`src/logic/main_pkg.sv`:
```
/*
 * shared widths and memory-map codes for the main board glue logic
 * io page codes are address bits 9..7 inside the 0x1400 page
 * latch indices are address bits 2..0 of the 0x1480 output latch
 */
package main_pkg;

    // bus widths
    typedef logic [15:0] addr_t;    // cpu address
    typedef logic [7:0]  data_t;    // cpu data byte
    typedef logic [6:0]  joy_t;     // 3 buttons + 4 directions
    typedef logic [7:0]  dip_t;     // one dip bank
    typedef logic [2:0]  io_code_t; // select inside the io page
    typedef logic [2:0]  latch_idx_t;

    // rom starts here and runs to the top of the map
    localparam addr_t rom_base = 16'h4000;

    // 0x1400 page, decoded by a[9:7]
    localparam io_code_t io_intst = 3'd0; // 0x1400 irq status / frame strobe
    localparam io_code_t io_iow   = 3'd1; // 0x1480 output latch
    localparam io_code_t io_snd   = 3'd2; // 0x1500 sound latch
    localparam io_code_t io_in5   = 3'd4; // 0x1600 dip bank b
    localparam io_code_t io_ior   = 3'd5; // 0x1680 cabinet inputs

    // output latch bits, written with data bit 0
    localparam latch_idx_t latch_flip    = 3'd0;
    localparam latch_idx_t latch_snd_irq = 3'd1;
    localparam latch_idx_t latch_irq_en  = 3'd7; // low also clears the irq ff

    // value seen on reads from unmapped space
    localparam data_t open_bus = 8'hff;

endpackage

```
`src/logic/main_if.sv`:
```
/*
 * cpu bus and chip select bundles
 * the bus master holds addr/rnw/vma/wdata for a full cen period
 * at most one select is high at any time
 */

interface cpu_bus_if;
    main_pkg::addr_t addr;  // cpu address
    logic            rnw;   // 1 read, 0 write
    logic            vma;   // valid memory access
    main_pkg::data_t wdata; // cpu write data
    logic            cen;   // cpu clock enable, one clk wide

    modport master (
        output addr, rnw, vma, wdata, cen
    );

    modport slave (
        input addr, rnw, vma, wdata, cen
    );
endinterface

interface sel_if;
    logic rom;      // 0x4000-0xffff, reads only
    logic ram;      // work ram, two windows
    logic vram;     // lower half of 0x2000 window
    logic objram;   // 0x1000-0x13ff
    logic ior;      // cabinet inputs
    logic in5;      // dip bank b
    logic iow;      // output latch
    logic intst;    // frame strobe
    logic snd;      // sound latch

    modport decoder (
        output rom, ram, vram, objram, ior, in5, iow, intst, snd
    );

    modport user (
        input rom, ram, vram, objram, ior, in5, iow, intst, snd
    );
endinterface

```
`src/logic/ctrl_latch.sv`:
```
/*
 * output latch (8 addresses, data bit 0), frame toggle and vblank irq
 * latch and frame toggle move only on cen
 * irq is set on the rising vblank edge, held clear while irq_en is 0
 */
module ctrl_latch (
    input  logic     clk,
    input  logic     rst,
    cpu_bus_if.slave bus,
    sel_if.user      sel,
    input  logic     lvbl,      // vertical blank, active low
    input  logic     dip_pause, // low pauses the game
    output logic     flip,
    output logic     snd_irq,
    output logic     obj_frame,
    output logic     irq_n
);

    logic irq_en;   // latch bit 7
    logic intst_l;  // intst seen on the last cen
    logic trig;
    logic trig_l;
    logic irq_q;

    assign trig  = ~lvbl & dip_pause; // no irq while paused
    assign irq_n = ~irq_q;

    // addressable latch and frame toggle
    always_ff @(posedge clk) begin
        if (rst) begin
            flip      <= 1'b0;
            snd_irq   <= 1'b0;
            irq_en    <= 1'b0;
            obj_frame <= 1'b0;
            intst_l   <= 1'b0;
        end else if (bus.cen) begin
            intst_l <= sel.intst;
            if (sel.intst && !intst_l)
                obj_frame <= ~obj_frame; // one flip per strobe access
            if (sel.iow && !bus.rnw) begin
                case (bus.addr[2:0])
                    main_pkg::latch_flip:    flip    <= bus.wdata[0];
                    main_pkg::latch_snd_irq: snd_irq <= bus.wdata[0];
                    main_pkg::latch_irq_en:  irq_en  <= bus.wdata[0];
                    default: ;  // coin counters and spare outputs
                endcase
            end
        end
    end

    // vblank irq ff, edge set / level clear
    always_ff @(posedge clk) begin
        if (rst) begin
            trig_l <= 1'b0;
            irq_q  <= 1'b0;
        end else begin
            trig_l <= trig;                // sampled every clk
            if (!irq_en)
                irq_q <= 1'b0;             // clear wins over set
            else if (trig && !trig_l)
                irq_q <= 1'b1;
        end
    end

    // a disabled irq releases the line by the next clk
    a_irq_masked: assert property (
        @(posedge clk) disable iff (rst) !irq_en |=> irq_n
    ) else $error("ctrl_latch: irq_n low while irq disabled");

endmodule

```
`src/flat_wrapper.sv`:
```
// flat-port wrapper written by rule: the top's interface ports become plain ports
module ctrl_latch_flat 
  (clk, rst, lvbl, dip_pause, flip, snd_irq, obj_frame, irq_n, bus_addr, bus_rnw, bus_vma, bus_wdata, bus_cen, sel_rom, sel_ram, sel_vram, sel_objram, sel_ior, sel_in5, sel_iow, sel_intst, sel_snd);
  cpu_bus_if bus_i ();
  sel_if sel_i ();
  input  logic clk;
  input  logic rst;
  input  logic lvbl;
  input  logic dip_pause;
  output logic flip;
  output logic snd_irq;
  output logic obj_frame;
  output logic irq_n;
  input wire logic [$bits(bus_i.addr)-1:0] bus_addr;
  input wire logic [$bits(bus_i.rnw)-1:0] bus_rnw;
  input wire logic [$bits(bus_i.vma)-1:0] bus_vma;
  input wire logic [$bits(bus_i.wdata)-1:0] bus_wdata;
  input wire logic [$bits(bus_i.cen)-1:0] bus_cen;
  input wire logic [$bits(sel_i.rom)-1:0] sel_rom;
  input wire logic [$bits(sel_i.ram)-1:0] sel_ram;
  input wire logic [$bits(sel_i.vram)-1:0] sel_vram;
  input wire logic [$bits(sel_i.objram)-1:0] sel_objram;
  input wire logic [$bits(sel_i.ior)-1:0] sel_ior;
  input wire logic [$bits(sel_i.in5)-1:0] sel_in5;
  input wire logic [$bits(sel_i.iow)-1:0] sel_iow;
  input wire logic [$bits(sel_i.intst)-1:0] sel_intst;
  input wire logic [$bits(sel_i.snd)-1:0] sel_snd;
  assign bus_i.addr = bus_addr;
  assign bus_i.rnw = bus_rnw;
  assign bus_i.vma = bus_vma;
  assign bus_i.wdata = bus_wdata;
  assign bus_i.cen = bus_cen;
  assign sel_i.rom = sel_rom;
  assign sel_i.ram = sel_ram;
  assign sel_i.vram = sel_vram;
  assign sel_i.objram = sel_objram;
  assign sel_i.ior = sel_ior;
  assign sel_i.in5 = sel_in5;
  assign sel_i.iow = sel_iow;
  assign sel_i.intst = sel_intst;
  assign sel_i.snd = sel_snd;
  ctrl_latch u_core (.clk(clk), .rst(rst), .bus(bus_i), .sel(sel_i), .lvbl(lvbl), .dip_pause(dip_pause), .flip(flip), .snd_irq(snd_irq), .obj_frame(obj_frame), .irq_n(irq_n));
endmodule
```
`config.mk`:
```
export PLATFORM = sky130hd
export DESIGN_NAME = ctrl_latch_flat
export DESIGN_NICKNAME = d
export VERILOG_FILES = /design/src/logic/main_pkg.sv /design/src/logic/main_if.sv /design/src/logic/ctrl_latch.sv /design/src/flat_wrapper.sv
export SDC_FILE = /design/constraint.sdc
export NUM_CORES = 1
export LEC_CHECK = 0
export BUFFER_PORTS_ARGS = -buffer_cell sky130_fd_sc_hd__clkbuf_2
export CAP_MARGIN = 20
export CORE_AREA = 4 4 41 43
export CTS_BUF_LIST = sky130_fd_sc_hd__clkbuf_4
export CTS_CLUSTER_SIZE = 24
export DETAILED_ROUTE_END_ITERATION = 12
export DIE_AREA = 0 0 45 47
export PLACE_DENSITY_LB_ADDON = 0.2
export SETUP_SLACK_MARGIN = 0.4
export SYNTH_ARGS = -nofsm -noshare
export SYNTH_HDL_FRONTEND = slang
export SYNTH_SLANG_ARGS = --single-unit
```
`constraint.sdc`:
```
create_clock -name clk -period 1 [get_ports clk]
set_clock_uncertainty 0.2 [all_clocks]
set_input_delay 0.1 -clock clk [delete_from_list [all_inputs] [get_ports clk]]
set_output_delay 0.1 -clock clk [all_outputs]
set_load 0.02 [all_outputs]
```
Yosys cells after proc, flatten, opt, wreduce, memory -nomap -nowiden
Cells that the tools add are included.

cells by class
  equality and inequality tests = 2
  bitwise gates (word level) = 5
  reductions and logical operators = 12

operator list
  kind                  count
  $reduce_and A3 Y1     3
  $not A1 Y1            4
  $eq A3 B1 Y1 const B  1
  $eq A3 B3 Y1 const B  1
  $logic_and A1 B1 Y1   3
  $logic_not A1 Y1      3
  $logic_not A3 Y1      1
  $reduce_and A2 Y1     1
  $reduce_or A2 Y1      1
  $and A1 B1 Y1         1

storage, ports and cells
  logic and storage cells = 26
  flip-flop bits (word level) = 7
  bits of input ports = 40
  output and inout bits = 4

Logic depth before layout (Yosys ltp)
  depth in word-level cells = 3
  depth in mapped cells = 3
  depth with buffers taken out = 3

Worst setup path before layout
OpenSTA, ideal clock, no wires.

  kind = register to register
  from = reg u_core.obj_frame
  to = reg u_core.obj_frame
  stages on the path, launching flop included = 3
  required time = 730 ps
  period minus slack after synthesis = 1,122 ps
  setup slack = -122 ps
  buffers on the path = 0
  library setup time = 70 ps
  arrival time = 852 ps
  cell sequence = dfxtp_1 -> or3_1 -> a21oi_1

on the way
  word-level cells in the longest chain between the ends = 1

RTL lines
  item                    RTL line          source
  start, declared         ctrl_latch.sv:15  output logic obj_frame,
  start signal, assigned  ctrl_latch.sv:39  obj_frame <= ~obj_frame;
  $not A1 Y1              ctrl_latch.sv:39

Every way passes these cells.
A chain may end at the register's enable or synchronous reset.

Final worst setup path
  from = reg u_core.obj_frame
  to = out obj_frame

RTL lines
  item           RTL line            source
  end, declared  flat_wrapper.sv:12  output logic obj_frame;

No word-level cell between the ends.

==> reports/metrics.cfg <==
[synthesis]
synth_edf_count=0
synth_cell_types=17
synth_nets=71
synth_top_area_frac=0.471
syn_area_per_cell_um2=9.61
ys_seq_area_frac=0.471
ys.flop_type=dfxtp_1
synth_area_um2=298
yosysMostFrequentCell=dfxtp_1
yosys-top-cells-area=dfxtp_1, nand2b_1, mux2i_1
synthCells=31
synth_commonest_cells=dfxtp_1, nand2b_1
async_flop_share=0
ys_warn_count=0
synth_seq_cells=7
synth_top_cell_by_area=dfxtp_1

[timing]
finalWorstSetupSlack_ns=-0.103
maxSlewViolCount=0
setup_viol_count_final=5
rsz0062_at_grt=true
hold_viol_final=6
clock.fmax_mhz=907
totalNegativeSetupSlack_ns=-0.189
slew_headroom=0.871
fin_crit_sh=1.10
period_needed_ns=1.10
worst_slew_pin_slew_ns=0.191
hold_slack_ns=-0.170

[floorplanning]
core_area_mm2=0.00130
boundaryPins=44
die_area_mm2=0.00212
die_w_um=45
placementRows=13
die_y_um=47
start_util=0.229

[critical_path]
crit_path_start=u_core.obj_frame
slowest_delay_ns=0.34
critPathMaxFanout=2
cp.required_ns=0.70
r2r-start=u_core.intst_l
crit_path_start_kind=register
cp_num_cells=2
path_class=reg -> out
cp-end-kind=output port
reg2reg_depth=2
critPathSlowestCell=dfxtp_4
crit_buf_inv=2
path_cells=buf_6, buf_8
cp.arrival_ns=0.80
critPathTopFamily=flip-flops

[run]
max_cap_viol_count=0

[cells_and_area]
finalNetCount=99
diodes=0
final_cells=73
drive_gt1_frac=0.690
area_growth_syn_to_layout_pct=97.9

[hold_path]
hold_path_class=in -> reg
hp-start=lvbl
hold_depth=2

[outcome]
outcome=finished, violations left
violations=hold timing, setup timing

[routing]
viasPerCell=4.32
vias=315
drt_first_pass_iters=3
drc=0
wirelength_um=715
route.detailed.wl_per_inst_um=9.79
drtIter0Drc=4
ant_nets=0

[cts]
htree_levels=1
root_buffer=clkbuf_4
cts_buffers=3
clk_latency_ns=0.24
tritoncts=built
path_clk_slew_ns=0.05
clock_sinks=7
clockBufferDepth=2

[global_routing]
antenna_found_initial=0
grt-ovfl-total=0
grt_pass1_vias=334
grt_pass1_wl_um=1320
grt_start_max_net_pins=5
grt_util_all_layers=0.0862

[place]
place_congestion=0.591
numPortBuffers=15
dpl.hpwl_um=583
numPlacedInstances=67

[power_and_ir_drop]
ir_drop_mv=0.532
p_leak_nw=0.252
powerDensity_mw_per_mm2=1130

## where the power goes
group / switching, W / internal, W
Clock: 0.0000960 / 0.000179
Combinational: 0.0000435 / 0.0000621
Sequential: 0.00000402 / 0.000282
Total: 0.000144 / 0.000523
## final cells by class
type	count	area, µm²
Fill cell	141	712
Timing Repair Buffer	23	193
Multi-Input combinational cell	23	186
Sequential cell	7	155
Clock buffer	4	30.0
Tap cell	15	18.8
Inverter	1	6.26
## flip-flops by register name (all words and copies together) (netlist names)
| register | count |
|---|---|
| u_core.flip | 1 |
| u_core.intst_l | 1 |
| u_core.irq_en | 1 |
| u_core.irq_q | 1 |
| u_core.obj_frame | 1 |
| u_core.snd_irq | 1 |
| u_core.trig_l | 1 |
## stage by stage
| step | hold slack (ns) | total power [W] | setup WS [ns] | cell area (µm²) | utilization |
|---|---|---|---|---|---|
| 3_3_place_gp | 0.0839 | 0.000372 | -0.0843 | 458 | 0.352 |
| 6_report | -0.170 | 0.000666 | -0.103 | 589 | 0.453 |
| 2_1_floorplan | -0.0406 | 0.000315 | -0.0228 | 319 | - |
| 4_1_cts | -0.178 | 0.000664 | -0.134 | 536 | 0.412 |
| 3_5_place_dp | 0.0865 | 0.000372 | -0.0849 | 458 | 0.352 |
| 5_1_grt | -0.181 | 0.000712 | -0.132 | 589 | 0.453 |
## logic make-up (layout without fill, tap and decap cells)
logic type | count (synthesis) | count (layout) | synth area share
flip-flops | 7 | 7 | 0.471
AND/OR/NAND/NOR | 15 | 15 | 0.332
buffers and inverters | 1 | 28 | 0.0126
AO/OA/AOI/OAI | 6 | 6 | 0.118
multiplexers | 2 | 2 | 0.0672
## cells in the final DEF (no fill, tap or decap)
master,Yosys,final
nand2_1,2,2
a21oi_2,0,1
nand4b_1,1,1
dfxtp_1,7,1
dfxtp_4,0,3
nand2b_4,0,1
mux2i_1,2,2
clkbuf_4,0,4
buf_8,0,4
o21ai_0,2,1
nand3_1,1,1
buf_6,0,4
inv_4,0,1
dfxtp_2,0,3
nand2b_1,4,3
buf_4,0,5
nor2_4,0,1
o21ai_1,0,1
o21a_1,1,1
a21oi_1,2,1
nor2b_1,2,2
or3_1,1,1
clkbuf_2,0,10
nor3b_2,1,1
nor4_4,0,1
o31ai_1,1,1
nor3_2,0,1
## path summary, 6_finish.rpt
kind / endpoint / slack (ns)
setup reg to reg: u_core.obj_frame / -0.05
hold / removal: u_core.trig_l / -0.17
hold reg to reg: u_core.irq_q / 0.24
setup / recovery: obj_frame / -0.10
## layer usage
metal | GRT usage | vias to the layer above | share of wire
li1 | - | 167 | -
met1 | 0.105 | 137 | 0.44
met2 | 0.133 | 11 | 0.48
met3 | 0.0268 | 0 | 0.073
met4 | 0.0526 | 0 | 0
met5 | 0 | - | 0
## what timing repair did
action / 4_1_cts / 5_1_grt
endpoints found under the setup margin: 10 / 10
gates resized for setup: 10 / 12
buffers inserted: 1 / 1
hold endpoints to repair: 6 / 3
gates cloned: 0 / 0
pin swaps: 0 / 5
(Power assumes the default switching activity.)
