$ cat src/logic/main_pkg.sv
/*
 * shared widths and memory-map codes for the main board glue logic
 * io page codes are address bits 9..7 inside the 0x1400 page
 * latch indices are address bits 2..0 of the 0x1480 output latch
 */
package main_pkg;

    // bus widths
    typedef logic [15:0] addr_t;    // cpu address
    typedef logic [7:0]  data_t;    // cpu data byte
    typedef logic [6:0]  joy_t;     // 3 buttons + 4 directions
    typedef logic [7:0]  dip_t;     // one dip bank
    typedef logic [2:0]  io_code_t; // select inside the io page
    typedef logic [2:0]  latch_idx_t;

    // rom starts here and runs to the top of the map
    localparam addr_t rom_base = 16'h4000;

    // 0x1400 page, decoded by a[9:7]
    localparam io_code_t io_intst = 3'd0; // 0x1400 irq status / frame strobe
    localparam io_code_t io_iow   = 3'd1; // 0x1480 output latch
    localparam io_code_t io_snd   = 3'd2; // 0x1500 sound latch
    localparam io_code_t io_in5   = 3'd4; // 0x1600 dip bank b
    localparam io_code_t io_ior   = 3'd5; // 0x1680 cabinet inputs

    // output latch bits, written with data bit 0
    localparam latch_idx_t latch_flip    = 3'd0;
    localparam latch_idx_t latch_snd_irq = 3'd1;
    localparam latch_idx_t latch_irq_en  = 3'd7; // low also clears the irq ff

    // value seen on reads from unmapped space
    localparam data_t open_bus = 8'hff;

endpackage

$ cat src/logic/main_if.sv
/*
 * cpu bus and chip select bundles
 * the bus master holds addr/rnw/vma/wdata for a full cen period
 * at most one select is high at any time
 */

interface cpu_bus_if;
    main_pkg::addr_t addr;  // cpu address
    logic            rnw;   // 1 read, 0 write
    logic            vma;   // valid memory access
    main_pkg::data_t wdata; // cpu write data
    logic            cen;   // cpu clock enable, one clk wide

    modport master (
        output addr, rnw, vma, wdata, cen
    );

    modport slave (
        input addr, rnw, vma, wdata, cen
    );
endinterface

interface sel_if;
    logic rom;      // 0x4000-0xffff, reads only
    logic ram;      // work ram, two windows
    logic vram;     // lower half of 0x2000 window
    logic objram;   // 0x1000-0x13ff
    logic ior;      // cabinet inputs
    logic in5;      // dip bank b
    logic iow;      // output latch
    logic intst;    // frame strobe
    logic snd;      // sound latch

    modport decoder (
        output rom, ram, vram, objram, ior, in5, iow, intst, snd
    );

    modport user (
        input rom, ram, vram, objram, ior, in5, iow, intst, snd
    );
endinterface

$ cat src/logic/addr_decoder.sv
/*
 * combinational memory map decode, no registers
 * 0x2000 window is split by a[5]: set is work ram, clear is video ram
 * unmapped space raises no select at all
 */
module addr_decoder (
    cpu_bus_if.slave bus,
    sel_if.decoder   sel
);

    always_comb begin
        // all low unless the map below hits
        sel.rom    = 1'b0;
        sel.ram    = 1'b0;
        sel.vram   = 1'b0;
        sel.objram = 1'b0;
        sel.ior    = 1'b0;
        sel.in5    = 1'b0;
        sel.iow    = 1'b0;
        sel.intst  = 1'b0;
        sel.snd    = 1'b0;

        if (bus.vma) begin
            if (bus.addr >= main_pkg::rom_base) begin
                sel.rom = bus.rnw; // rom ignores writes
            end else if (bus.addr[15:13] == 3'd1) begin
                // 0x2000-0x3fff
                case (bus.addr[12:11])
                    2'd0: begin
                        // half the scroll ram is used as plain work ram
                        if (bus.addr[5])
                            sel.ram = 1'b1;
                        else
                            sel.vram = 1'b1;
                    end
                    2'd2, 2'd3: sel.ram = 1'b1; // 0x3000-0x3fff
                    default: ;                  // 0x2800-0x2fff open
                endcase
            end else if (bus.addr[15:13] == 3'd0) begin
                // 0x0000-0x1fff, only 0x1000-0x17ff in use
                case (bus.addr[12:10])
                    3'd4: sel.objram = 1'b1;
                    3'd5: begin
                        // io page, 128 byte slots
                        case (bus.addr[9:7])
                            main_pkg::io_intst: sel.intst = 1'b1;
                            main_pkg::io_iow:   sel.iow   = 1'b1;
                            main_pkg::io_snd:   sel.snd   = 1'b1;
                            main_pkg::io_in5:   sel.in5   = 1'b1;
                            main_pkg::io_ior:   sel.ior   = 1'b1;
                            default: ;          // 0x1580, 0x1700, 0x1780 open
                        endcase
                    end
                    default: ;
                endcase
            end
        end
    end

    // sampled once per cpu cycle, when the bus is settled
    a_onehot_sel: assert property (
        @(posedge bus.cen)
        $onehot0({sel.rom, sel.ram, sel.vram, sel.objram, sel.ior,
                  sel.in5, sel.iow, sel.intst, sel.snd})
    ) else $error("addr_decoder: more than one select at %h", bus.addr);

endmodule

$ cat src/flat_wrapper.sv
// flat-port wrapper written by rule: the top's interface ports become plain ports
module addr_decoder_flat 
  (bus_addr, bus_rnw, bus_vma, bus_wdata, bus_cen, sel_rom, sel_ram, sel_vram, sel_objram, sel_ior, sel_in5, sel_iow, sel_intst, sel_snd);
  cpu_bus_if bus_i ();
  sel_if sel_i ();
  input wire logic [$bits(bus_i.addr)-1:0] bus_addr;
  input wire logic [$bits(bus_i.rnw)-1:0] bus_rnw;
  input wire logic [$bits(bus_i.vma)-1:0] bus_vma;
  input wire logic [$bits(bus_i.wdata)-1:0] bus_wdata;
  input wire logic [$bits(bus_i.cen)-1:0] bus_cen;
  output wire logic [$bits(sel_i.rom)-1:0] sel_rom;
  output wire logic [$bits(sel_i.ram)-1:0] sel_ram;
  output wire logic [$bits(sel_i.vram)-1:0] sel_vram;
  output wire logic [$bits(sel_i.objram)-1:0] sel_objram;
  output wire logic [$bits(sel_i.ior)-1:0] sel_ior;
  output wire logic [$bits(sel_i.in5)-1:0] sel_in5;
  output wire logic [$bits(sel_i.iow)-1:0] sel_iow;
  output wire logic [$bits(sel_i.intst)-1:0] sel_intst;
  output wire logic [$bits(sel_i.snd)-1:0] sel_snd;
  assign bus_i.addr = bus_addr;
  assign bus_i.rnw = bus_rnw;
  assign bus_i.vma = bus_vma;
  assign bus_i.wdata = bus_wdata;
  assign bus_i.cen = bus_cen;
  assign sel_rom = sel_i.rom;
  assign sel_ram = sel_i.ram;
  assign sel_vram = sel_i.vram;
  assign sel_objram = sel_i.objram;
  assign sel_ior = sel_i.ior;
  assign sel_in5 = sel_i.in5;
  assign sel_iow = sel_i.iow;
  assign sel_intst = sel_i.intst;
  assign sel_snd = sel_i.snd;
  addr_decoder u_core (.bus(bus_i), .sel(sel_i));
endmodule
$ cat config.mk
export PLATFORM = sky130hd
export DESIGN_NAME = addr_decoder_flat
export DESIGN_NICKNAME = d
export VERILOG_FILES = /design/src/logic/main_pkg.sv /design/src/logic/main_if.sv /design/src/logic/addr_decoder.sv /design/src/flat_wrapper.sv
export SDC_FILE = /design/constraint.sdc
export NUM_CORES = 1
export LEC_CHECK = 0
export ABC_CLOCK_PERIOD_IN_PS = 1400
export BUFFER_PORTS_ARGS = -buffer_cell sky130_fd_sc_hd__buf_4
export CORE_AREA = 2 2 39 41
export DETAILED_ROUTE_END_ITERATION = 6
export DIE_AREA = 0 0 41 43
export PLACE_DENSITY = 0.51
export SLEW_MARGIN = 20
export SYNTH_ARGS = -nofsm -noshare
export SYNTH_HDL_FRONTEND = slang
export SYNTH_SLANG_ARGS = --single-unit
$ cat constraint.sdc
create_clock -name vclk -period 1.4
set_clock_uncertainty 0.15 [all_clocks]
set_input_delay 0.28 -clock vclk [all_inputs]
set_output_delay 0.28 -clock vclk [all_outputs]
set_load 0.01 [all_outputs]
## Yosys cells after proc, flatten, opt, wreduce, memory -nomap -nowiden

Index checks and enable logic that the tools add are counted.

| word-level totals | value |
|---|---|
| register bits after elaboration | 0 |
| output and inout bits | 9 |
| word-level logic and storage cells | 61 |

| cells by class | value |
|---|---|
| magnitude comparators | 1 |
| equal/unequal tests | 9 |
| muxes and demuxes | 47 |
| reduce and logical (&&, ||, !) cells | 4 |

Operators by type and width:

| kind | number |
|---|---|
| two-way mux 1 bit | 46 |
| >= comparator 16 x 15 -> 1 bit, second input constant | 1 |
| == test 3 bit, second input constant | 4 |
| == test 3 x 1 -> 1 bit, second input constant | 2 |
| logical NOT 3 bit | 2 |
| == test 2 bit, second input constant | 2 |
| == test 3 x 2 -> 1 bit, second input constant | 1 |
| logical NOT 2 bit | 1 |
| one-hot mux 1 bit (2 select lines) | 1 |
| OR reduction 2 bit | 1 |

## Depth between registers and ports, before layout

Gate-level depths: netlist of the first run.

| depth | value |
|---|---|
| depth in word-level cells | 7 |
| gate-level depth with buffers | 3 |

## Worst setup path before layout of the first run

Ideal clock, no wire load.

| timing | value |
|---|---|
| path kind | input-to-output |
| start point | input port bus_addr[11] |
| end point | output port sel_ior |
| arrival | 1.243 ns |
| required time | 0.970 ns |
| setup slack | -0.273 ns |
| cell stages on the path | 2 |
| buffers on the path | 0 |
| cells stage by stage | or4b_4 -> nor4_1 |

| between the ends | value |
|---|---|
| longest elaborated chain between the ends | 6 |
| elaborated cells on any way between the ends | 7 |

Ends and longest elaborated chain:

| what | RTL line | text |
|---|---|---|
| start: declaration | flat_wrapper.sv:6 | `input wire logic [$bits(bus_i.addr)-1:0] bus_addr;` |
| parallel branches: the longest is 4 deep, another holds >= comparator 16 x 15 -> 1 bit | n/a |  |
| two-way mux 1 bit * | addr_decoder.sv:24 | `if (bus.addr >= main_pkg::rom_base) begin` |
| two-way mux 1 bit * | addr_decoder.sv:23 | `if (bus.vma) begin` |
| end: declaration | flat_wrapper.sv:15 | `output wire logic [$bits(sel_i.ior)-1:0] sel_ior;` |

Mark *: on every way between the ends.

## Final worst setup path of the first run

| timing | value |
|---|---|
| start point | input port bus_addr[11] |
| end point | output port sel_in5 |

| between the ends | value |
|---|---|
| longest elaborated chain between the ends | 6 |
| elaborated cells on any way between the ends | 7 |

Ends and longest elaborated chain:

| what | RTL line | text |
|---|---|---|
| parallel branches: the longest is 4 deep, another holds >= comparator 16 x 15 -> 1 bit | n/a |  |
| two-way mux 1 bit * | addr_decoder.sv:24 |  |
| two-way mux 1 bit * | addr_decoder.sv:23 |  |
| end: declaration | flat_wrapper.sv:16 | `output wire logic [$bits(sel_i.in5)-1:0] sel_in5;` |

Marked as above.

==> impl_metrics.json, run 1 <==
{
  "yosys_warnings": 0,
  "antenna_left": 0,
  "pwr-share-comb_pct": 100.0,
  "drtIter0Drc": 0,
  "numPlacedInstances": 65,
  "setup_violations": 7,
  "seq_cells": 0,
  "ys_types": 11,
  "violations": "negative setup slack",
  "p_int_mw": 0.0632,
  "p_per_area_nw_per_um2": 205,
  "slew_headroom_pct": 84.5,
  "syn_avg_cell_area_um2": 6.88,
  "tightest_slew_ns": 0.230,
  "grt_overflow": 0,
  "final_cell_area_um2": 507,
  "ir_worst_vdd_v": 0.0000894,
  "antenna_cells": 0,
  "fmax_ghz": 0.548,
  "hold_violations": 0,
  "crit_type": "in -> out",
  "worstPathArrival_ns": 1.40,
  "drc": 0,
  "die_w_um": 41,
  "dpl.hpwl_um": 637,
  "antenna_found_initial": 0,
  "power_mw": 0.104,
  "holdWs_ns": 0.667,
  "hp-class": "in -> out",
  "outcome": "complete, but fails checks",
  "io_pins": 36,
  "post-route-util_pct": 36.6,
  "core_area_um2": 1380,
  "final-max-slew-violation-count": 0,
  "placed_area_um2": 452,
  "ys_seq_area_share_pct": 0,
  "p_sw_share_pct": 39.2,
  "synthToLayoutAreaGrowth_pct": 268,
  "dp_slack_ns": -0.441,
  "cp_max_fo": 4,
  "finalWorstSetupSlack_ns": -0.425,
  "power.share.sequential_pct": 0,
  "grt_first_pass_wirelength_um": 1060,
  "wirelength_um": 720,
  "track_usage_pct": 7.99,
  "die_h_um": 43,
  "syn-cell-area_um2": 138,
  "wl_per_cell_um": 10.9,
  "period_share_pct": 130,
  "synth_nets": 47,
  "seq_area_um2": 0,
  "p_clk_share_pct": 0,
  "initial_core_util_pct": 9.95,
  "num_rows": 14,
  "critPathCaptureType": "primary output",
  "cap_violations": 0,
  "port_buffers": 21,
  "drive_above_1_share_pct": 80.0,
  "postCtsHoldBufs": 0,
  "crit_path_start_kind": "input port",
  "die-area_um2": 1760,
  "multi_input_area_um2": 205,
  "gp_routability_congestion": 0.614,
  "dr.pass1.iters": 1,
  "worst_ep_required_time_ns": 0.97,
  "grt_max_degree": 7,
  "drt-vias-per-instance": 4.30,
  "clock_buffers": 0,
  "finalWorstPathRequiredPeriod_ns": 1.83,
  "tns_ns": -2.25,
  "rsz0062_at_grt": "true",
  "p_leak_nw": 0.235,
  "syn_inst": 20,
  "grt_pass1_vias": 270,
  "nets": 79,
  "filler_cell_count": 147,
  "instances_no_fill": 66,
  "p_sw_mw": 0.0407,
  "via_count": 284
}
[cell families after synthesis]
logic type / after synthesis / share of synthesized area, %
buffers and inverters: 3 / 8.18
AO/OA/AOI/OAI: 2 / 10.9
AND/OR/NAND/NOR: 15 / 80.9
[layout by cell type, fill, tap and decap left out, drive strengths merged]
| cell type | instances |
|---|---|
| a21oi | 1 |
| buf | 31 |
| inv | 2 |
| nand2 | 1 |
| nand2b | 3 |
| nand4bb | 1 |
| nor4 | 7 |
| o211a | 1 |
| or3b | 1 |
| or4b | 1 |
| or4bb | 1 |
[layer usage]
metal	GRT usage, %	routed length [um]	up-vias
met5	0	0	-
met4	0	0	0
met3	0.524	115	0
met2	14.4	312	21
met1	10.4	291	121
li1	-	-	142
[power groups by stage]
| stage | clock, mW | sequential [mW] | combinational [mW] |
|---|---|---|---|
| final | 0 | 0 | 0.104 |
| after global routing | 0 | 0 | 0.111 |
| after CTS | 0 | 0 | 0.0979 |
| after detailed placement | 0 | 0 | 0.0890 |
| after global placement | 0 | 0 | 0.0887 |
| after floorplan | 0 | 0 | 0.0295 |
[cell usage after synthesis]
| cell | number | area share [%] |
|---|---|---|
| nor4_1 | 7 | 32 |
| nand4bb_1 | 1 | 8.2 |
| or3b_1 | 1 | 6.4 |
| a21oi_1 | 1 | 3.6 |
| or4bb_1 | 1 | 8.2 |
| clkbuf_1 | 1 | 2.7 |
| inv_1 | 2 | 5.5 |
| or4b_4 | 1 | 10 |
| nand2b_1 | 3 | 14 |
| nand2_1 | 1 | 2.7 |
| o211a_1 | 1 | 7.3 |
[worst max-delay path, cell delays in order]
cell and delay, ns:
buf_6 0.09, or4b_4 0.59, nor4_4 0.27, buf_4 0.16
[final timing paths]
kind / start / end / slack [ns] / cells past startpoint
worst max-delay path: bus_addr[11] / sel_in5 / -0.43 / 4
worst min-delay path: bus_addr[5] / sel_vram / 0.67 / 3
[repair_timing]
action	in CTS	in global routing
pin swaps	3	2
setup endpoints to repair	8	8
buffers inserted	0	1
resized for setup	9	4
[area by class of cell]
class	count	share of cell area, %
timing repair buffer	31	54.1
multi-input combinational	17	40.5
tap	16	3.95
inverter	2	1.48
No activity file was read; power rests on OpenSTA's default activity.
==> run 2: changes to the inputs <==
==> constraint.sdc (replaced) <==
create_clock -name vclk -period 1.4
set_clock_uncertainty 0.15 [all_clocks]
set_input_delay 0.28 -clock vclk [all_inputs]
set_output_delay 0.28 -clock vclk [all_outputs]
set_load 0.1 [all_outputs]
==> run 2 against run 1 <==
  * The run still ends with negative setup slack left
  * Design area is 18% higher
  * First-iteration DRC count grew 1
  * Non-clock buffer count increased by 1
  * Via count increased by 2.1%
  * Largest cell class unchanged
  * Largest power group unchanged
  * Highest routed layer unchanged
==> impl_metrics.json, run 2 (same netlist as run 1, synthesis figures left out) <==
{
  "critPathCaptureType": "primary output",
  "crit_path_top_delay_cell": "or4b_4",
  "port_buffers": 21,
  "crit_path_start_kind": "input port",
  "tns_ns": -3.21,
  "final-max-slew-violation-count": 0,
  "cap_violations": 0,
  "path_cells": "buf_6 > or4b_4 > nor4_4 > buf_6",
  "holdWs_ns": 0.743,
  "die-area_um2": 1760,
  "violations": "negative setup slack",
  "die_w_um": 41,
  "post-route-util_pct": 43.2,
  "seq_cells": 0,
  "cp-endpoint": "sel_iow",
  "final_cell_mix": "buf_4, buf_6, nor4_4",
  "grt_first_pass_wirelength_um": 1200,
  "nets": 80,
  "placed_area_um2": 519,
  "rsz0062_at_grt": "true",
  "initial_core_util_pct": 9.95,
  "antenna_left": 0,
  "grt_overflow": 0,
  "postCtsHoldBufs": 0,
  "crit_type": "in -> out",
  "outcome": "complete, but fails checks",
  "finalWorstPathRequiredPeriod_ns": 1.90,
  "cp_top_family": "simple AND/OR/NAND/NOR gates",
  "p_leak_nw": 0.263,
  "grt_max_degree": 7,
  "period_share_pct": 136,
  "hp-class": "in -> out",
  "startpoint": "bus_addr[13]",
  "clock_buffers": 0,
  "track_usage_pct": 8.99,
  "finalWorstSetupSlack_ns": -0.504,
  "fmax_ghz": 0.525,
  "hold_violations": 0,
  "crit_top_cell": "buf_6",
  "final_cell_area_um2": 598,
  "seq_area_um2": 0,
  "gp_routability_congestion": 0.579,
  "worstPathArrival_ns": 1.47,
  "via_count": 290,
  "dr.pass1.iters": 2,
  "drt-vias-per-instance": 4.33,
  "slowest_delay_ns": 0.60,
  "synthToLayoutAreaGrowth_pct": 335,
  "cp_max_fo": 4,
  "p_per_area_nw_per_um2": 229,
  "filler_cell_count": 144,
  "setup_violations": 8,
  "tightest_slew_ns": 0.278,
  "grt_pass1_vias": 295,
  "ir_worst_vdd_v": 0.000124,
  "wirelength_um": 736,
  "antenna_cells": 0,
  "timing.critical_path.buf_inv": 2,
  "drive_above_1_share_pct": 86.3,
  "final_common_cell": "buf_4",
  "num_rows": 14,
  "slew_headroom_pct": 81.6,
  "drc": 0,
  "cp_num_cells": 4,
  "wl_per_cell_um": 11.0,
  "antenna_found_initial": 0,
  "drtIter0Drc": 1,
  "core_area_um2": 1380,
  "die_h_um": 43,
  "dpl.hpwl_um": 694,
  "io_pins": 36,
  "worst_ep_required_time_ns": 0.97
}
[run 2: cell types whose count changed in the layout (fill, tap and decap cells not counted), moves of 2 or more]
cell	delta
nor4_2	-2
buf_8	-2
buf_6	+6
nor4_4	+3
buf_4	-4
[run 2: timing repair]
item / 4_1_cts / 5_1_grt
gates resized for setup: 16 / 2
pin swaps: 4 / 3
endpoints found under the setup margin: 8 / 8
setup buffers: 0 / 1
[run 2: power by group]
group	internal [mW]	switching, mW	leakage, nW	total [mW]
Combinational	0.0675	0.0695	0.263	0.137
Clock	0	0	0	0
Sequential	0	0	0	0
[run 2: final cells by class]
cell class,instances,area [um^2],share of cell area (%)
Inverter,2,7.51,1.26
Timing Repair Buffer,32,302,50.4
Multi-Input combinational cell,17,269,45.0
Tap cell,16,20.0,3.35
[run 2: worst min-delay path, delay by kind of cell]
family / cells / cell delay (ns)
buffers and inverters: 2 / 0.28
AND/OR/NAND/NOR: 1 / 0.05
[run 2: per-stage QoR]
stage          power, mW  setup slack (ns)  instances
2_1_floorplan     0.0565             -1.02         20
3_3_place_gp       0.123            -0.614         66
3_5_place_dp       0.124            -0.643         66
4_1_cts            0.134            -0.523         66
5_1_grt            0.146            -0.531         67
6_report           0.137            -0.504         67
[run 2: layer usage]
layer | up-vias | GRT usage [%] | wire length (um)
li1 | 144 | - | -
met1 | 125 | 10.8 | 268
met2 | 21 | 17.2 | 373
met3 | 0 | 0.524 | 94
met4 | 0 | 0 | 0
met5 | - | 0 | 0
[run 2: how the worst min path moves through the flow]
stage / startpoint / to / slack (ns) / cells past startpoint
floorplan: bus_addr[5] / sel_vram / 0.52 / 1
global placement: bus_addr[5] / sel_vram / 0.77 / 3
detailed placement: bus_addr[5] / sel_vram / 0.77 / 3
CTS: bus_addr[5] / sel_vram / 0.75 / 3
global route: bus_addr[5] / sel_vram / 0.75 / 3
finish: bus_addr[5] / sel_vram / 0.74 / 3
