### config.mk
export PLATFORM = sky130hd
export DESIGN_NAME = read_mux_flat
export DESIGN_NICKNAME = d
export VERILOG_FILES = /design/src/logic/main_pkg.sv /design/src/logic/main_if.sv /design/src/logic/read_mux.sv /design/src/flat_wrapper.sv
export SDC_FILE = /design/constraint.sdc
export NUM_CORES = 1
export LEC_CHECK = 0
export ABC_AREA = 1
export BUFFER_PORTS_ARGS = -buffer_cell sky130_fd_sc_hd__buf_4
export CAP_MARGIN = 20
export CORE_MARGIN = 2
export CORE_UTILIZATION = 37
export CTS_CLUSTER_DIAMETER = 100
export DETAILED_ROUTE_END_ITERATION = 7
export GPL_ROUTABILITY_DRIVEN = 0
export PLACE_DENSITY = 0.94
export SYNTH_ARGS = -nofsm -noshare
export SYNTH_HDL_FRONTEND = slang
export SYNTH_SLANG_ARGS = --single-unit
### constraint.sdc
create_clock -name clk -period 1.9 [get_ports clk]
set_input_delay 0.095 -clock clk [delete_from_list [all_inputs] [get_ports clk]]
set_output_delay 0.095 -clock clk [all_outputs]
set_load 0.01 [all_outputs]
### src/logic/main_pkg.sv
/*
 * shared widths and memory-map codes for the main board glue logic
 * io page codes are address bits 9..7 inside the 0x1400 page
 * latch indices are address bits 2..0 of the 0x1480 output latch
 */
package main_pkg;

    // bus widths
    typedef logic [15:0] addr_t;    // cpu address
    typedef logic [7:0]  data_t;    // cpu data byte
    typedef logic [6:0]  joy_t;     // 3 buttons + 4 directions
    typedef logic [7:0]  dip_t;     // one dip bank
    typedef logic [2:0]  io_code_t; // select inside the io page
    typedef logic [2:0]  latch_idx_t;

    // rom starts here and runs to the top of the map
    localparam addr_t rom_base = 16'h4000;

    // 0x1400 page, decoded by a[9:7]
    localparam io_code_t io_intst = 3'd0; // 0x1400 irq status / frame strobe
    localparam io_code_t io_iow   = 3'd1; // 0x1480 output latch
    localparam io_code_t io_snd   = 3'd2; // 0x1500 sound latch
    localparam io_code_t io_in5   = 3'd4; // 0x1600 dip bank b
    localparam io_code_t io_ior   = 3'd5; // 0x1680 cabinet inputs

    // output latch bits, written with data bit 0
    localparam latch_idx_t latch_flip    = 3'd0;
    localparam latch_idx_t latch_snd_irq = 3'd1;
    localparam latch_idx_t latch_irq_en  = 3'd7; // low also clears the irq ff

    // value seen on reads from unmapped space
    localparam data_t open_bus = 8'hff;

endpackage

### src/logic/main_if.sv
/*
 * cpu bus and chip select bundles
 * the bus master holds addr/rnw/vma/wdata for a full cen period
 * at most one select is high at any time
 */

interface cpu_bus_if;
    main_pkg::addr_t addr;  // cpu address
    logic            rnw;   // 1 read, 0 write
    logic            vma;   // valid memory access
    main_pkg::data_t wdata; // cpu write data
    logic            cen;   // cpu clock enable, one clk wide

    modport master (
        output addr, rnw, vma, wdata, cen
    );

    modport slave (
        input addr, rnw, vma, wdata, cen
    );
endinterface

interface sel_if;
    logic rom;      // 0x4000-0xffff, reads only
    logic ram;      // work ram, two windows
    logic vram;     // lower half of 0x2000 window
    logic objram;   // 0x1000-0x13ff
    logic ior;      // cabinet inputs
    logic in5;      // dip bank b
    logic iow;      // output latch
    logic intst;    // frame strobe
    logic snd;      // sound latch

    modport decoder (
        output rom, ram, vram, objram, ior, in5, iow, intst, snd
    );

    modport user (
        input rom, ram, vram, objram, ior, in5, iow, intst, snd
    );
endinterface

### src/logic/read_mux.sv
/*
 * cpu read data path, registered, resets to 0xff
 * cabinet byte picked by a[1:0] inside the ior slot
 * joystick directions are reordered to the board wiring
 */
module read_mux (
    input  logic             clk,
    input  logic             rst,
    cpu_bus_if.slave         bus,
    sel_if.user              sel,
    input  main_pkg::data_t  rom_data,
    input  main_pkg::data_t  vram_dout,
    input  main_pkg::data_t  obj_dout,
    input  main_pkg::data_t  ram_dout,
    input  logic [1:0]       start_button,
    input  logic [1:0]       coin_input,
    input  logic             service,
    input  main_pkg::joy_t   joystick1,
    input  main_pkg::joy_t   joystick2,
    input  main_pkg::dip_t   dipsw_a,
    input  main_pkg::dip_t   dipsw_b,
    input  logic [2:0]       dipsw_c,   // board jumpers
    output main_pkg::data_t  cpu_din
);

    main_pkg::data_t cabinet;
    main_pkg::data_t rd_next;

    // cabinet byte
    always_comb begin
        case (bus.addr[1:0])
            2'd0: cabinet = {dipsw_c, start_button, service, coin_input};
            2'd1: cabinet = {1'b1, joystick1[6:4],   // buttons
                             joystick1[2], joystick1[3],
                             joystick1[0], joystick1[1]};
            2'd2: cabinet = {1'b1, joystick2[6:4],
                             joystick2[2], joystick2[3],
                             joystick2[0], joystick2[1]};
            default: cabinet = dipsw_a;
        endcase
    end

    // priority order, the selects are one-hot anyway
    always_comb begin
        if (sel.rom)
            rd_next = rom_data;
        else if (sel.vram)
            rd_next = vram_dout;
        else if (sel.ram)
            rd_next = ram_dout;   // already one clk late
        else if (sel.objram)
            rd_next = obj_dout;
        else if (sel.ior)
            rd_next = cabinet;
        else if (sel.in5)
            rd_next = dipsw_b;
        else
            rd_next = main_pkg::open_bus; // unmapped
    end

    always_ff @(posedge clk) begin
        if (rst)
            cpu_din <= main_pkg::open_bus;
        else
            cpu_din <= rd_next; // updates every clk, cpu samples on cen
    end

endmodule

### src/flat_wrapper.sv
// flat-port wrapper written by rule: the top's interface ports become plain ports
module read_mux_flat 
  (clk, rst, rom_data, vram_dout, obj_dout, ram_dout, start_button, coin_input, service, joystick1, joystick2, dipsw_a, dipsw_b, dipsw_c, cpu_din, bus_addr, bus_rnw, bus_vma, bus_wdata, bus_cen, sel_rom, sel_ram, sel_vram, sel_objram, sel_ior, sel_in5, sel_iow, sel_intst, sel_snd);
  cpu_bus_if bus_i ();
  sel_if sel_i ();
  input  logic clk;
  input  logic rst;
  input  main_pkg::data_t rom_data;
  input  main_pkg::data_t vram_dout;
  input  main_pkg::data_t obj_dout;
  input  main_pkg::data_t ram_dout;
  input  logic [1:0] start_button;
  input  logic [1:0] coin_input;
  input  logic service;
  input  main_pkg::joy_t joystick1;
  input  main_pkg::joy_t joystick2;
  input  main_pkg::dip_t dipsw_a;
  input  main_pkg::dip_t dipsw_b;
  input  logic [2:0] dipsw_c;
  output main_pkg::data_t cpu_din;
  input wire logic [$bits(bus_i.addr)-1:0] bus_addr;
  input wire logic [$bits(bus_i.rnw)-1:0] bus_rnw;
  input wire logic [$bits(bus_i.vma)-1:0] bus_vma;
  input wire logic [$bits(bus_i.wdata)-1:0] bus_wdata;
  input wire logic [$bits(bus_i.cen)-1:0] bus_cen;
  input wire logic [$bits(sel_i.rom)-1:0] sel_rom;
  input wire logic [$bits(sel_i.ram)-1:0] sel_ram;
  input wire logic [$bits(sel_i.vram)-1:0] sel_vram;
  input wire logic [$bits(sel_i.objram)-1:0] sel_objram;
  input wire logic [$bits(sel_i.ior)-1:0] sel_ior;
  input wire logic [$bits(sel_i.in5)-1:0] sel_in5;
  input wire logic [$bits(sel_i.iow)-1:0] sel_iow;
  input wire logic [$bits(sel_i.intst)-1:0] sel_intst;
  input wire logic [$bits(sel_i.snd)-1:0] sel_snd;
  assign bus_i.addr = bus_addr;
  assign bus_i.rnw = bus_rnw;
  assign bus_i.vma = bus_vma;
  assign bus_i.wdata = bus_wdata;
  assign bus_i.cen = bus_cen;
  assign sel_i.rom = sel_rom;
  assign sel_i.ram = sel_ram;
  assign sel_i.vram = sel_vram;
  assign sel_i.objram = sel_objram;
  assign sel_i.ior = sel_ior;
  assign sel_i.in5 = sel_in5;
  assign sel_i.iow = sel_iow;
  assign sel_i.intst = sel_intst;
  assign sel_i.snd = sel_snd;
  read_mux u_core (.clk(clk), .rst(rst), .bus(bus_i), .sel(sel_i), .rom_data(rom_data), .vram_dout(vram_dout), .obj_dout(obj_dout), .ram_dout(ram_dout), .start_button(start_button), .coin_input(coin_input), .service(service), .joystick1(joystick1), .joystick2(joystick2), .dipsw_a(dipsw_a), .dipsw_b(dipsw_b), .dipsw_c(dipsw_c), .cpu_din(cpu_din));
endmodule
Word-level counts from Yosys, hierarchy flattened
Index checks and enable logic that the tools add are counted.
{"block": "op_classes", "n_mux": 7, "n_reduce_logical": 1, "eq_ne": 2}
{"op": "$mux 8", "count": 6}
{"op": "$pmux 8 s3", "count": 1}
{"op": "$eq 2x1->1 const B", "count": 1}
{"op": "$eq 2x2->1 const B", "count": 1}
{"op": "$logic_not 2->1", "count": 1}
{"block": "word_totals", "output_inout_bits": 8, "reg_bits": 8}

Longest topological paths before layout
Gate-level depths: netlist (run 1).
{"block": "logic_depth", "depth_word": 7, "ltp_mapped": 11, "ltp_nobuf": 10}

Worst setup path after synthesis (run 1)
Ideal clock, no wire load.
{"block": "synth_timing", "path_type": "input to register", "from": "in bus_addr[0]", "to": "reg u_core.cpu_din[6]", "n_path_buf": 1, "stages": 10, "setup_slack_ps": 888, "t_required_ps": 1785, "setup_time_ps": 115, "arrival_time_ps": 897, "path_cell_list": "ha_1 -> inv_2 -> buf_6 -> nand2_1 -> o21ai_1 -> nand2_1 -> nand2_1 -> nand2_1 -> nand2_1 -> nand2_1"}
{"block": "synth_between", "elab_chain_cells": 7, "elab_cells_between_ends": 9, "classes_between": "eq/ne: 2; mux: 6; reduce/logical: 1"}
{"element": "start, declared", "line_no": "flat_wrapper.sv:21", "source": "input wire logic [$bits(bus_i.addr)-1:0] bus_addr;"}
{"element": "$eq 2x2->1 (tied with other cells)", "line_no": "read_mux.sv:31", "source": "case (bus.addr[1:0])"}
{"element": "$pmux 8 s3 *", "line_no": "read_mux.sv:31"}
{"element": "$mux 8 *", "line_no": "read_mux.sv:53", "source": "else if (sel.ior)"}
{"element": "$mux 8 *", "line_no": "read_mux.sv:51", "source": "else if (sel.objram)"}
{"element": "$mux 8 *", "line_no": "read_mux.sv:49", "source": "else if (sel.ram)"}
{"element": "$mux 8 *", "line_no": "read_mux.sv:47", "source": "else if (sel.vram)"}
{"element": "$mux 8 *", "line_no": "read_mux.sv:45", "source": "if (sel.rom)"}
{"element": "end signal, assigned", "line_no": "read_mux.sv:63", "source": "cpu_din <= main_pkg::open_bus;"}
{"element": "end signal, assigned", "line_no": "read_mux.sv:65", "source": "cpu_din <= rd_next;"}
{"element": "end, declared", "line_no": "read_mux.sv:23", "source": "output main_pkg::data_t cpu_din"}
Mark *: on every way between the ends. The rest lies on a longest branch, timed or not.
A chain may end at the register's enable or synchronous reset.

Worst setup path after layout (run 1)
{"block": "layout_timing", "from": "in bus_addr[0]", "to": "reg u_core.cpu_din[4]"}
The elaborated chain is that of the path after synthesis.

==> results.yml, run 1 <==
placed_design:
  postPlaceCellArea_sq_um: 1630
  port_buffers: 87
  dp_hpwl_mm: 2.71
finish:
  drive_gt1_share_pct: 33.7
  regArea_sq_um: 160
  top_register: "u_core.cpu_din"
  multi_input_area_sq_um: 672
  fillCellCount: 265
  nets: 393
  area_growth_syn_to_layout_pct: 59.2
  top_regs: "u_core.cpu_din: 8 flops"
  fin_area_sq_um: 1660
  largest_reg_flops: 8
  diodes: 0
worst_setup_path:
  worst_ep_required_time_ns: 2.05
  critPathKind: "input pin to register"
  slowest_delay_ns: 0.21
  cp.arrival_ns: 1.22
  cp_slowest_cell: "ha_1"
  crit_fanout: 15
  end_kind: "register"
  crit_family: "simple AND/OR/NAND/NOR gates"
  crit_path_cell_trace: "buf_4 -> ha_1 -> inv_2 -> nand2_1 -> o21ai_1 -> nand2_1 -> nand2_1 -> nand2_1 -> nand2_1 -> nand2_1"
  cp_num_buf_inv: 2
  path_common_cell: "nand2_1"
  startpoint_type: "input pin"
yosys:
  synth_fp_nets: 314
  ys_seq_elements: 8
  synth-simple-area-share_pct: 36.2
  synth_cell_types: 16
  syn-cell-area_sq_um: 1040
  yosysTopAreaCell: "nand2_1"
  synth_edf_count: 0
  synthMuxAreaShare_pct: 0
  syn_inst: 202
  synth-compound-area-share_pct: 23.6
  yosysMostFrequentCell: "nand2_1"
  synth_ff_type: "dfxtp_1"
  yosysWarnings: 0
  synthAdderAreaFrac_pct: 4.81
  synthTopCellsByCount: "84 x nand2_1, 40 x a21oi_1, 27 x inv_1"
  synth_top_family_by_area: "simple AND/OR/NAND/NOR gates"
  synth_seq_area_share_pct: 15.4
  synth-async-reset-ratio_pct: 0
  synth_area_leaders: "nand2_1 30%, a21oi_1 19%, dfxtp_1 15%"
  syn_area_per_cell_sq_um: 5.15
  yosys.area.top_type_share_pct: 30.3
  synth-xor-area-share_pct: 0
clocking:
  clockRootBuffer: "clkbuf_4"
  htreeDepth: 1
  clockBufferDepth: 2
  cts.sinks: 8
  cts_hold_buffers: 0
  cts_resized: 0
  cts_tree: "done"
  cts_buffers: 3
  clkSlewWorstSetupHoldPaths_ns: 0.06
  cts_setup_buffers: 0
hold_path:
  hp-start: "rom_data[6]"
  hp-class: "input pin to register"
  min_to: "u_core.cpu_din[6]$_SDFF_PP1_"
  hold_path_depth: 3
pwr:
  peakVddDrop_v: 0.000513
  p_leak_uw: 0.000995
  power.density_nw_per_um2: 378
  total_power_uw: 625
sta:
  finalSetupViolations: 0
  tightest_slew_ns: 0.251
  timing.final.crit_share_pct: 55.9
  hold_violations: 0
  final_max_slew_viol_count: 0
  min_period_ns: 1.06
  rsz0062_at_grt: "no"
  fmax_ghz: 0.941
  tns_ns: 0
  slew_headroom_pct: 83.3
route:
  wl_mm: 3.19
  firstDrtPassIters: 4
  antenna_left: 0
  viasPerCell: 4.54
  vias: 1408
  drc_errors: 0
  drt_iter0_markers: 51
  wl_per_cell_microns: 10.3
global_routing:
  grt_pass1_vias: 1290
  antenna_found_initial: 0
  grt_pass1_wl_mm: 5.15
  grt_overflow: 0
  track_usage_pct: 19.9
  grt_max_degree: 17
floorplanning:
  dieArea_sq_um: 3250
  core_area_sq_um: 2710
  num_io_pins: 116
  rows: 19
  fp.dieH_microns: 57.0
  fp.dieW_microns: 57.0
  initial_core_util_pct: 38.4
flow_run:
  maxCapViolCount: 0
status:
  status: "complete, no violations"
placed cells by master, fill, tap and decap left out:
master,instances
nor2_2,2
nand2_1,84
nor2_1,13
inv_1,27
o21ai_1,8
buf_4,87
dfxtp_1,8
a21oi_1,40
ha_1,4
clkbuf_4,3
o21ai_0,1
inv_2,2
final cells by class:
class                   instances  share of cell area [%]
repair buffers                 87                    39.5
flip-flops and latches          8                    9.67
well taps                      31                    2.34
multi-input cells             152                    40.6
clock buffers                   3                    1.36
inverters                      29                    6.58
through the flow:
step / setup slack (ns) / hold slack [ns] / std cells / utilization (%)
after floorplan: 0.888 / 0.215 / 202 / -
after global placement: 0.627 / 0.302 / 307 / 60.2
after detailed placement: 0.579 / 0.305 / 307 / 60.2
after CTS: 0.843 / 0.0327 / 310 / 61.1
after global routing: 0.683 / 0.0314 / 310 / 61.1
final: 0.837 / 0.0365 / 310 / 61.1
how the worst max path moves through the flow:
stage,slack (ns),cells past startpoint,startpoint,endpoint
after detailed placement,0.58,10,bus_addr[0],u_core.cpu_din[4]$_SDFF_PP1_
final,0.84,10,bus_addr[0],u_core.cpu_din[4]$_SDFF_PP1_
after floorplan,0.89,10,bus_addr[0],u_core.cpu_din[6]$_SDFF_PP1_
after CTS,0.84,10,bus_addr[0],u_core.cpu_din[4]$_SDFF_PP1_
after global placement,0.63,10,bus_addr[0],u_core.cpu_din[4]$_SDFF_PP1_
after global routing,0.68,10,bus_addr[0],u_core.cpu_din[4]$_SDFF_PP1_
per-layer routing:
metal  vias to the layer above  global-route usage (%)  share of wire [%]
met5                         -                       0                  0
met4                         0                    5.65                1.5
met3                         6                    3.85                6.1
met2                        45                    37.6                 52
met1                       587                    22.4                 41
li1                        770                       -                  -
power by group:
part | internal (uW) | total [uW] | switching [uW]
combinational | 171 | 302 | 131
clock | 72.8 | 139 | 65.8
sequential | 181 | 185 | 3.81
kinds of logic (layout without fill, tap and decap cells):
group	count (synthesis)	count (layout)
AND/OR/NAND/NOR	99	99
AO/OA/AOI/OAI	49	49
flip-flops	8	8
adder cells (fa/ha/maj)	4	4
buffers and inverters	42	119
(Power assumes the default switching activity.)
==> run 2, diff against run 1 <==
Settings changed: CORE_UTILIZATION 37 to 31, PLACE_DENSITY 0.94 to 0.85.
Clock period 1.9 ns to 0.95 ns, I/O delays scaled along.
==> run 2 against run 1 <==
Compared with the run above:
- sequential power increased by 100%
- setup slack got worse by 0.76 ns
- total power rose by 110%
- largest cell class is now buffers
- critical path type unchanged
- flip-flop and latch count unchanged
- die area up 18%
- worst hold slack worse by 0.028 ns
- cell count is 6.8% higher
==> results.yml, run 2 (synthesis gave the netlist of run 1 again) <==
clocking:
  cts_buffers: 3
  cts_tree: "done"
  htreeDepth: 1
  clkSlewWorstSetupHoldPaths_ns: 0.06
  cts.sinks: 8
  clockBufferDepth: 2
  clockRootBuffer: "clkbuf_4"
  cts_setup_buffers: 0
finish:
  layout_commonest_cell: "buf_4"
  nets: 399
  area_growth_syn_to_layout_pct: 71.4
  regArea_sq_um: 160
  largest_reg_flops: 8
  multi_input_area_sq_um: 707
  layout_common_cells: "88 x buf_4, 84 x nand2_1, 40 x a21oi_1, 27 x inv_1, 13 x nor2_1"
  diodes: 0
  drive_gt1_share_pct: 36.5
  top_regs: "u_core.cpu_din: 8 flops"
  fin_area_sq_um: 1780
  fillCellCount: 326
  top_register: "u_core.cpu_din"
global_routing:
  antenna_found_initial: 0
  grt_max_degree: 17
  grt_pass1_wl_mm: 5.00
  track_usage_pct: 17.3
  grt_pass1_vias: 1226
  grt_overflow: 0
sta:
  tightest_slew_ns: 0.185
  fmax_ghz: 1.15
  rsz0062_at_grt: "yes"
  min_period_ns: 0.868
  final_max_slew_viol_count: 0
  slew_headroom_pct: 87.6
  timing.final.crit_share_pct: 91.4
  tns_ns: 0
  hold_violations: 0
  finalSetupViolations: 0
floorplanning:
  initial_core_util_pct: 31.7
  num_io_pins: 116
  fp.dieW_microns: 61.9
  rows: 21
  dieArea_sq_um: 3830
  fp.dieH_microns: 61.9
  core_area_sq_um: 3280
worst_setup_path:
  startpoint_type: "input pin"
  end_kind: "register"
  slowest_delay_ns: 0.23
  cp_slowest_cell: "ha_2"
  worst_ep_required_time_ns: 1.11
  critPathKind: "input pin to register"
  crit_fanout: 8
  crit_path_cell_trace: "buf_4 -> inv_1 -> ha_2 -> nand2_1 -> nand2_1 -> o21ai_2 -> nand2_1 -> nand2_1 -> nand2_1 -> nand2_1 -> nand2_1"
  path_common_cell: "nand2_1"
  cp.arrival_ns: 1.02
pwr:
  peakVddDrop_v: 0.000326
  p_leak_uw: 0.00103
  power.density_nw_per_um2: 735
placed_design:
  dp_hpwl_mm: 2.76
  postPlaceCellArea_sq_um: 1680
  port_buffers: 87
route:
  wl_per_cell_microns: 10.8
  firstDrtPassIters: 4
  drt_iter0_markers: 43
  antenna_left: 0
  wl_mm: 3.57
  vias: 1475
  drc_errors: 0
  viasPerCell: 4.46
hold_path:
  hp-start: "rom_data[6]"
  hold_path_depth: 3
  min_to: "u_core.cpu_din[6]$_SDFF_PP1_"
  hp-class: "input pin to register"
flow_run:
  maxCapViolCount: 0
status:
  status: "complete, no violations"
==> run 2: timing repair <==
action                                  in CTS  in global routing
hold endpoints to repair                     4                  0
resized for setup                            1                  9
endpoints found under the setup margin       1                  6
hold buffers                                 4                  0
gates cloned                                 0                  0
==> run 2: worst max-delay path: cells and delay by family <==
kind	cells	cell delay, ns
buffers and inverters	2	0.17
AOI/OAI and AO/OA	1	0.16
adders and majority gates	1	0.23
and+or+nand+nor	7	0.42
==> run 2: how the worst max path moves through the flow <==
stage / startpoint / end / slack (ns) / depth (start not counted)
floorplan: bus_addr[0] / u_core.cpu_din[6]$_SDFF_PP1_ / 0.007 / 11
global placement: bus_addr[0] / u_core.cpu_din[5]$_SDFF_PP1_ / -0.26 / 11
detailed placement: bus_addr[0] / u_core.cpu_din[5]$_SDFF_PP1_ / -0.28 / 11
CTS: bus_addr[0] / u_core.cpu_din[5]$_SDFF_PP1_ / 0.01 / 10
global route: bus_addr[0] / u_core.cpu_din[5]$_SDFF_PP1_ / -0.03 / 11
finish: bus_addr[0] / u_core.cpu_din[5]$_SDFF_PP1_ / 0.08 / 11
==> run 2: layout make-up <==
cell class	count	share of cell area [%]
Multi-Input combinational cell	152	39.7
Sequential cell	8	8.99
Timing Repair Buffer	93	40.4
Inverter	29	6.39
Tap cell	46	3.23
Clock buffer	3	1.26
==> run 2: per-stage QoR <==
step | utilization (%) | setup slack [ns] | cells | hold slack (ns) | power, uW
floorplan | - | 0.00675 | 202 | 0.168 | 679
global placement | 51.2 | -0.256 | 324 | 0.255 | 993
detailed placement | 51.2 | -0.278 | 324 | 0.254 | 1000
CTS | 53.2 | 0.0121 | 331 | 0.00819 | 1290
global route | 54.2 | -0.0257 | 331 | 0.0125 | 1410
finish | 54.2 | 0.0821 | 331 | 0.00829 | 1310
==> run 2: power breakdown <==
part	switching [uW]	total (uW)	internal, uW
clock network	133	278	146
registers	8.28	370	362
logic	288	661	373
total	429	1310	880
==> run 2: metal layers <==
layer  vias to the layer above  global-route usage, %  part of all wire (%)
met5                         -                      0                     0
met4                         0                   4.26                   2.0
met3                         8                   3.52                   6.1
met2                        59                   31.1                    51
met1                       625                   21.1                    41
li1                        783                      -                     -
